--- config.mk ---
export PLATFORM = sky130hd
export DESIGN_NAME = gem_rx_top
export DESIGN_NICKNAME = d
export VERILOG_FILES = /design/src/verilog/gem_frame_pkg.sv /design/src/verilog/gem_link_pkg.sv /design/src/verilog/link_status_monitor.sv /design/src/verilog/comp_delay_line.sv /design/src/verilog/gem_rx_top.sv
export VERILOG_INCLUDE_DIRS = /design/src /design/src/include
export SDC_FILE = /design/constraint.sdc
export NUM_CORES = 1
export LEC_CHECK = 0
export ABC_CLOCK_PERIOD_IN_PS = 35600
export BUFFER_PORTS_ARGS = -buffer_cell sky130_fd_sc_hd__buf_2
export CAP_MARGIN = 0
export CORE_MARGIN = 2
export CORE_UTILIZATION = 54
export CTS_CLUSTER_SIZE = 30
export DETAILED_ROUTE_END_ITERATION = 16
export GPL_TIMING_DRIVEN = 0
export PLACE_DENSITY = 0.76
export SYNTH_ARGS = -nofsm -noshare
export SYNTH_HDL_FRONTEND = slang
export SYNTH_SLANG_ARGS = --single-unit
--- constraint.sdc ---
create_clock -name clock -period 35.6 [get_ports clock]
set_input_delay 3.56 -clock clock [delete_from_list [all_inputs] [get_ports clock]]
set_output_delay 3.56 -clock clock [all_outputs]
set_load 0.02 [all_outputs]
--- src/include/gem_rx_settings.svh ---
`ifndef GEM_RX_SETTINGS_SVH
`define GEM_RX_SETTINGS_SVH

// --------------------
// Frame geometry
// --------------------
`define GEM_DATA_WIDTH 56  // Comparator bits per frame
`define K_CHAR_WIDTH   8   // K character per frame

// --------------------
// Counters and delay
// --------------------
`define COUNT_WIDTH    16  // Status counters
`define LINK_ERR_WIDTH 8   // Transceiver error counter
`define DELAY_DEPTH    16  // Taps in the bunch-crossing delay

// --------------------
// K character codes
// --------------------
`define K_OVERFLOW     8'hFC  // Overflow marker
`define K_BC0          8'h1C  // Bunch-crossing zero marker
`define K_RESYNC       8'h3C  // Resync marker

`endif

--- src/verilog/gem_frame_pkg.sv ---
`include "gem_rx_settings.svh"

package gem_frame_pkg;

  // --------------------
  // Basic fields
  // --------------------
  typedef logic [`GEM_DATA_WIDTH-1:0] gem_data_t;  // One frame of comparator data
  typedef logic [`K_CHAR_WIDTH-1:0]   k_char_t;    // Frame K character

  // Delay select picks one of the delay taps
  typedef logic [$clog2(`DELAY_DEPTH)-1:0] delay_sel_t;

  // --------------------
  // Received frame
  // --------------------
  typedef struct packed {
    gem_data_t data;    // Comparator bits
    k_char_t   k_char;  // Marker code sent with the data
  } gem_frame_t;

  // --------------------
  // Decoded markers
  // --------------------
  typedef struct packed {
    logic overflow;  // K code FC
    logic bc0;       // K code 1C
    logic resync;    // K code 3C
  } marker_t;

endpackage

--- src/verilog/gem_link_pkg.sv ---
`include "gem_rx_settings.svh"

package gem_link_pkg;

  // --------------------
  // Counter widths
  // --------------------
  typedef logic [`COUNT_WIDTH-1:0]    count_t;     // Status and PRBS counters
  typedef logic [`LINK_ERR_WIDTH-1:0] link_err_t;  // Transceiver error counter

  // --------------------
  // Transceiver flags
  // --------------------
  typedef struct packed {
    logic start;      // Start pattern seen
    logic fc;         // FC code seen, for latency checks
    logic valid;      // Valid data on the link
    logic match;      // PRBS pattern matched
    logic sync_done;  // Receiver sync finished
    logic link_good;  // Link judged good
    logic link_bad;   // Link judged bad
  } link_flags_t;

  // --------------------
  // Registered status
  // --------------------
  typedef struct packed {
    logic start;      // Copy of start flag
    logic fc;         // Copy of fc flag
    logic valid;      // Copy of valid flag
    logic match;      // Copy of match flag
    logic sync_done;  // Copy of sync_done flag
    logic err;        // PRBS error on last sampled frame
  } rx_status_t;

endpackage

--- src/verilog/link_status_monitor.sv ---
`timescale 1ns/100ps
`include "gem_rx_settings.svh"

module link_status_monitor (
  input  logic                      clock,             // 40 MHz fabric clock
  input  logic                      gtx_rx_reset,      // Async reset, active high
  input  logic                      clear_sync,        // Sync clear of status outputs
  input  logic                      prbs_test_en,      // PRBS test mode
  input  logic                      frame_strobe,      // One clock per frame period
  input  logic                      link_ready,        // Sync done and clocks locked
  input  gem_link_pkg::link_flags_t rx_link,           // Transceiver flags
  input  gem_link_pkg::link_err_t   link_errcount,     // Transceiver error count
  input  gem_link_pkg::count_t      notintable_count,  // Not-in-table count
  input  gem_link_pkg::count_t      disperr_count,     // Disparity error count
  output gem_link_pkg::rx_status_t  rx_status,         // Registered flags
  output gem_link_pkg::count_t      err_count,         // PRBS or link error count
  output gem_link_pkg::count_t      notintable_out,    // Registered not-in-table count
  output gem_link_pkg::count_t      disperr_out        // Registered disparity count
);

  // --------------------
  // PRBS error check
  // --------------------
  logic                 sample_en;     // Frame is checked this clock
  logic                 frame_bad;     // Valid frame that failed to match
  logic                 err;           // Error on last sampled frame
  gem_link_pkg::count_t prbs_count;    // Running PRBS error total
  gem_link_pkg::count_t link_err_ext;  // Link error count widened

  assign sample_en = link_ready & prbs_test_en & frame_strobe;  // Strobed frames only
  assign frame_bad = rx_link.valid & !rx_link.match;            // Valid means should match

  // Zero-extend the transceiver count to status width
  assign link_err_ext = {{(`COUNT_WIDTH-`LINK_ERR_WIDTH){1'b0}}, link_errcount};

  always_ff @(posedge clock or posedge gtx_rx_reset) begin
    if (gtx_rx_reset) begin
      err        <= 1'b0;
      prbs_count <= '0;
    end
    else if (!link_ready) begin  // Hold at zero until link is up
      err        <= 1'b0;
      prbs_count <= '0;
    end
    else if (sample_en) begin
      if (frame_bad) begin
        err        <= 1'b1;                                    // Flag this frame
        prbs_count <= prbs_count + gem_link_pkg::count_t'(1);  // Count it
      end
      else begin
        err <= 1'b0;  // Good frame drops the flag
      end
    end
  end

  // --------------------
  // Status register
  // --------------------
  always_ff @(posedge clock or posedge gtx_rx_reset) begin
    if (gtx_rx_reset) begin
      rx_status      <= '0;
      err_count      <= '0;
      notintable_out <= '0;
      disperr_out    <= '0;
    end
    else if (clear_sync) begin  // Software clear
      rx_status      <= '0;
      err_count      <= '0;
      notintable_out <= '0;
      disperr_out    <= '0;
    end
    else begin
      rx_status.start     <= rx_link.start;      // Start pattern
      rx_status.fc        <= rx_link.fc;         // Latency code
      rx_status.valid     <= rx_link.valid;      // Valid data
      rx_status.match     <= rx_link.match;      // PRBS match
      rx_status.sync_done <= rx_link.sync_done;  // Sync finished
      rx_status.err       <= err;                // One clock behind the check

      // Test mode reports PRBS errors, otherwise link errors
      err_count      <= prbs_test_en ? prbs_count : link_err_ext;
      notintable_out <= notintable_count;  // Pass-through register
      disperr_out    <= disperr_count;     // Pass-through register
    end
  end

endmodule

--- src/verilog/comp_delay_line.sv ---
`timescale 1ns/100ps
`include "gem_rx_settings.svh"

module comp_delay_line (
  input  logic                      clock,         // 40 MHz fabric clock
  input  logic                      gtx_rx_reset,  // Async reset, active high
  input  logic                      link_good,     // Link judged good
  input  logic                      link_bad,      // Link judged bad
  input  gem_frame_pkg::delay_sel_t delay_is,      // Total delay is this setting plus one
  input  gem_frame_pkg::gem_frame_t rx_frame,      // Frame from the transceiver
  output gem_frame_pkg::gem_frame_t gtx_rx_frame,  // Delayed guarded frame
  output gem_frame_pkg::marker_t    markers        // Decoded K markers
);

  gem_frame_pkg::delay_sel_t dly;                          // Registered delay select
  logic                      ignore_link;                  // Link unusable this clock
  gem_frame_pkg::gem_frame_t guarded_frame;                // Frame after link guard
  gem_frame_pkg::gem_frame_t taps [`DELAY_DEPTH];          // Delay chain

  // --------------------
  // Delay select
  // --------------------
  always_ff @(posedge clock or posedge gtx_rx_reset) begin
    if (gtx_rx_reset) begin
      dly <= '0;
    end
    else begin
      dly <= delay_is;  // Tap pointer into the chain
    end
  end

  // --------------------
  // Link guard
  // --------------------
  // A bad link would show up downstream as hot comparators
  assign ignore_link = !link_good | link_bad;

  always_comb begin
    if (ignore_link) begin
      guarded_frame.data   = '1;  // All-ones data
      guarded_frame.k_char = '0;  // No marker
    end
    else begin
      guarded_frame = rx_frame;   // Link ok
    end
  end

  // --------------------
  // Delay chain
  // --------------------
  always_ff @(posedge clock or posedge gtx_rx_reset) begin
    if (gtx_rx_reset) begin
      for (int i = 0; i < `DELAY_DEPTH; i++) begin
        taps[i] <= '0;
      end
    end
    else begin
      taps[0] <= guarded_frame;  // Newest frame
      for (int i = 1; i < `DELAY_DEPTH; i++) begin
        taps[i] <= taps[i-1];    // Shift toward older taps
      end
    end
  end

  // Output register adds the one clock minimum
  always_ff @(posedge clock or posedge gtx_rx_reset) begin
    if (gtx_rx_reset) begin
      gtx_rx_frame <= '0;
    end
    else begin
      gtx_rx_frame <= taps[dly];  // Selected tap
    end
  end

  // --------------------
  // Marker decode
  // --------------------
  assign markers.overflow = (gtx_rx_frame.k_char == `K_OVERFLOW);  // FC
  assign markers.bc0      = (gtx_rx_frame.k_char == `K_BC0);       // 1C
  assign markers.resync   = (gtx_rx_frame.k_char == `K_RESYNC);    // 3C

endmodule

--- src/verilog/gem_rx_top.sv ---
`timescale 1ns/100ps

module gem_rx_top (
  input  logic                      clock,             // 40 MHz fabric clock
  input  logic                      gtx_rx_reset,      // Async reset, active high
  input  logic                      clear_sync,        // Sync clear of status outputs
  input  logic                      clocks_rdy,        // Clocks locked
  input  logic                      prbs_test_en,      // PRBS test mode
  input  logic                      frame_strobe,      // One clock per frame period
  input  gem_frame_pkg::delay_sel_t delay_is,          // Bunch-crossing delay setting
  input  gem_frame_pkg::gem_frame_t rx_frame,          // Received frame
  input  gem_link_pkg::link_flags_t rx_link,           // Transceiver flags
  input  gem_link_pkg::link_err_t   link_errcount,     // Transceiver error count
  input  gem_link_pkg::count_t      notintable_count,  // Not-in-table count
  input  gem_link_pkg::count_t      disperr_count,     // Disparity error count
  output gem_link_pkg::rx_status_t  rx_status,         // Registered flags
  output gem_link_pkg::count_t      err_count,         // PRBS or link error count
  output gem_link_pkg::count_t      notintable_out,    // Registered not-in-table count
  output gem_link_pkg::count_t      disperr_out,       // Registered disparity count
  output gem_frame_pkg::gem_frame_t gtx_rx_frame,      // Delayed guarded frame
  output gem_frame_pkg::marker_t    markers            // Decoded K markers
);

  logic link_ready;  // Receiver synced and clocks up

  // PRBS checks wait for both
  assign link_ready = rx_link.sync_done & clocks_rdy;

  // --------------------
  // Link status
  // --------------------
  link_status_monitor i_link_status_monitor (
    .clock            (clock),
    .gtx_rx_reset     (gtx_rx_reset),
    .clear_sync       (clear_sync),
    .prbs_test_en     (prbs_test_en),
    .frame_strobe     (frame_strobe),
    .link_ready       (link_ready),
    .rx_link          (rx_link),
    .link_errcount    (link_errcount),
    .notintable_count (notintable_count),
    .disperr_count    (disperr_count),
    .rx_status        (rx_status),
    .err_count        (err_count),
    .notintable_out   (notintable_out),
    .disperr_out      (disperr_out)
  );

  // --------------------
  // Frame delay
  // --------------------
  comp_delay_line i_comp_delay_line (
    .clock        (clock),
    .gtx_rx_reset (gtx_rx_reset),
    .link_good    (rx_link.link_good),  // Guard inputs
    .link_bad     (rx_link.link_bad),
    .delay_is     (delay_is),
    .rx_frame     (rx_frame),
    .gtx_rx_frame (gtx_rx_frame),
    .markers      (markers)
  );

endmodule

==> impl_metrics.ini <==
[status]
status = finished, final reports clean

[yosys]
avgSynthCellArea_um2 = 19.63
netlist_area_um2 = 37780
synth.area.top_cells = dfrtp_1 (77%), mux4_2 (15%), a22oi_1 (2.5%), nand2b_1 (0.93%), nand2_1 (0.78%)
synth_seq_cells = 1163
yosysSeqAreaShare_pct = 77.02
synth-edff-count = 0
ys.flop_type = dfrtp_1
synth_fp_nets = 2047
async_reset_ff_share_pct = 100.0
yosysTopAreaCell = dfrtp_1
postSynthCellCount = 1925
synth_common_cells = dfrtp_1 (1163), mux4_2 (256), a22oi_1 (128)
ys_warn_count = 0
yosys.area.top_type_share_pct = 77.02
synth.most_common_cell = dfrtp_1
yosysUniqueCellTypes = 32

[worst_hold_path]
whs_endpoint = i_comp_delay_line.taps[536]
hp-start = i_comp_delay_line.taps[600]
hold_class = reg2reg
hold_depth = 0

[clock_network]
clock_path_buffers = 3
clockRootBuffer = clkbuf_16
numCtsBuffers = 109
cts_hold_buffers = 0
clkTransAtPathRegs_ns = 0.06
ctsResizeCount = 0
htreeDepth = 3
cts_setup_buffers = 0
insertion_delay_ns = 0.66
numClockSinks = 1163
cts_tree = yes

[route]
vias = 18828
drt-vias-per-instance = 5.657
ant_nets = 0
route.detailed.drc = 0
drtPass1Iterations = 8
routed_wl_um = 77820
drt-initial-drc-count = 1392
routedWlPerCell_um = 23.38

[setup_path]
crit_required_ns = 32.04
arrival_ns = 2.12
worstSetupPathType = reg2out
reg2reg_depth = 5
cp_max_fo = 2
endpoint_kind = output pin
r2r_end = i_comp_delay_line.gtx_rx_frame[62]
ff2ff_setup_slack_ns = 32.71
start_kind = flip-flop
reg2reg_from = i_comp_delay_line.dly[1]

[floorplan]
core-area_um2 = 68950
start_util_pct = 54.80
die-area_um2 = 72100
die_w_um = 268.5
std_cell_rows = 96
boundaryPins = 242
fp.dieH_um = 268.5

[place]
dpl_cell_area_um2 = 40760
dp_hpwl_um = 48490
port_buffers = 241
gp_congestion = 0.7921

[power]
power_density_nw_per_um2 = 61.88
ir_drop_mv = 0.03865
power_mw = 2.754
leakage_nw = 17.56

[sta]
setup_viol = 0
maxSlewViolCount = 0
slew_headroom_pct = 15.78
fin_setup_tns_ns = 0
skew_ns = 0.02112
tightest_slew_ns = 1.263
period_share_pct = 15.97
fmax_mhz = 175.9
grt_setup_unrepaired = no
finalCriticalPeriod_ns = 5.684
timing.final.hold_violations = 0

[flow_run]
max_cap_viol_count = 0

[global_routing]
grt_max_degree = 49
use_met3_pct = 4.703
grt_usage_pct = 23.03
grt.busiest_layer = met2
overflow = 0
grt_pass1_vias = 21297
grt_use_met1_pct = 32.61
grt_pass1_wl_um = 126300
grtUsageMet2_pct = 37.20
grt_antenna_before_repair = 1

[layout]
final_cell_area_um2 = 44500
diodes = 0
final_net_count = 2429
drive_gt1_share_pct = 30.66
fin_util_pct = 64.54
area_delta_synth_final_pct = 17.78
## worst max-delay path: stages, from the launching register on
cell and delay (ns):
dfrtp_1 0.40, nor3_1 0.42, nand3_1 0.18, nor3_1 0.23
buf_2 0.23
## registers in the layout, summed over array words and instances (netlist names)
signal,count
i_comp_delay_line.taps,1024
i_link_status_monitor.prbs_count,16
i_link_status_monitor.err,1
i_comp_delay_line.gtx_rx_frame,64
i_link_status_monitor.notintable_out,16
i_link_status_monitor.rx_status,6
i_link_status_monitor.disperr_out,16
i_comp_delay_line.dly,4
i_link_status_monitor.err_count,16
## power by group
part | switching [mW] | internal, mW | leakage (nW) | total [mW]
Clock | 0.484 | 0.706 | 1.86 | 1.19
Sequential | 0.0291 | 1.38 | 12.0 | 1.41
Combinational | 0.0936 | 0.0641 | 3.73 | 0.158
## cell usage in the layout (no fill, tap or decap), types with 3 or more instances in the layout
cell type  netlist  routed
nand2_1         79      79
xnor2_1          6       6
buf_12           0      28
mux4_2         256     256
clkbuf_8         0      25
bufinv_16        0      10
a22oi_1        128     128
nor2_1          20      20
nand3_1          3       3
o21ai_1          6       6
buf_1           19      19
clkbuf_1        53      78
inv_6            0       3
nor2b_1         42      42
nor4_1           3       3
clkinv_2         0      22
or3_1            3       3
mux2i_1          9       9
and2_1          17      17
dfrtp_1       1163    1163
nor3_1           6       6
and3_1           3       3
nand2b_1        56      56
buf_2           28     269
clkbuf_16        0     113
a21oi_1          9       9
## layout make-up
class                           count  area, um^2
Clock buffer                      163        3266
Fill cell                        4491       24450
Clock inverter                     38       476.7
Inverter                            3       15.01
Multi-Input combinational cell    659        8259
Tap cell                          931        1165
Sequential cell                  1163       29100
Timing Repair Buffer              271        1805
Buffer                            100       410.4
## metal layers
metal	wire length [um]	vias up
met1	31920	10457
li1	-	7735
met2	39990	513
met3	4221	121
met5	11	-
met4	1673	2
## kinds of logic after synthesis
family          Yosys count  synth area share (%)
compound gates          144                 2.765
xor+xnor                  7                0.1623
fa+ha+maj                 1               0.03311
buf+inv                 103                 1.116
flops                  1163                 77.02
mux                     265                 15.50
simple gates            242                 3.401
## stage by stage
step	std cells	setup WS [ns]	hold slack, ns
2_1_floorplan	1925	15.98	0.3488
3_3_place_gp	3097	12.00	0.3534
3_5_place_dp	3127	29.83	0.3548
4_1_cts	3328	29.78	0.3577
5_1_grt	3328	29.77	0.3671
6_report	3328	29.92	0.3626
## worst max-delay path by stage
stage / from / end / cells after the start
finish: i_comp_delay_line.gtx_rx_frame[1] / markers[0] / 4
global route: i_comp_delay_line.gtx_rx_frame[1] / markers[0] / 4
CTS: i_comp_delay_line.gtx_rx_frame[1] / markers[0] / 4
detailed placement: gtx_rx_reset / i_link_status_monitor.disperr_out[0] / 8
global placement: gtx_rx_reset / i_link_status_monitor.disperr_out[0] / 2
floorplan: gtx_rx_reset / i_comp_delay_line.dly[0] / 1
No activity file was read; power rests on OpenSTA's default activity.
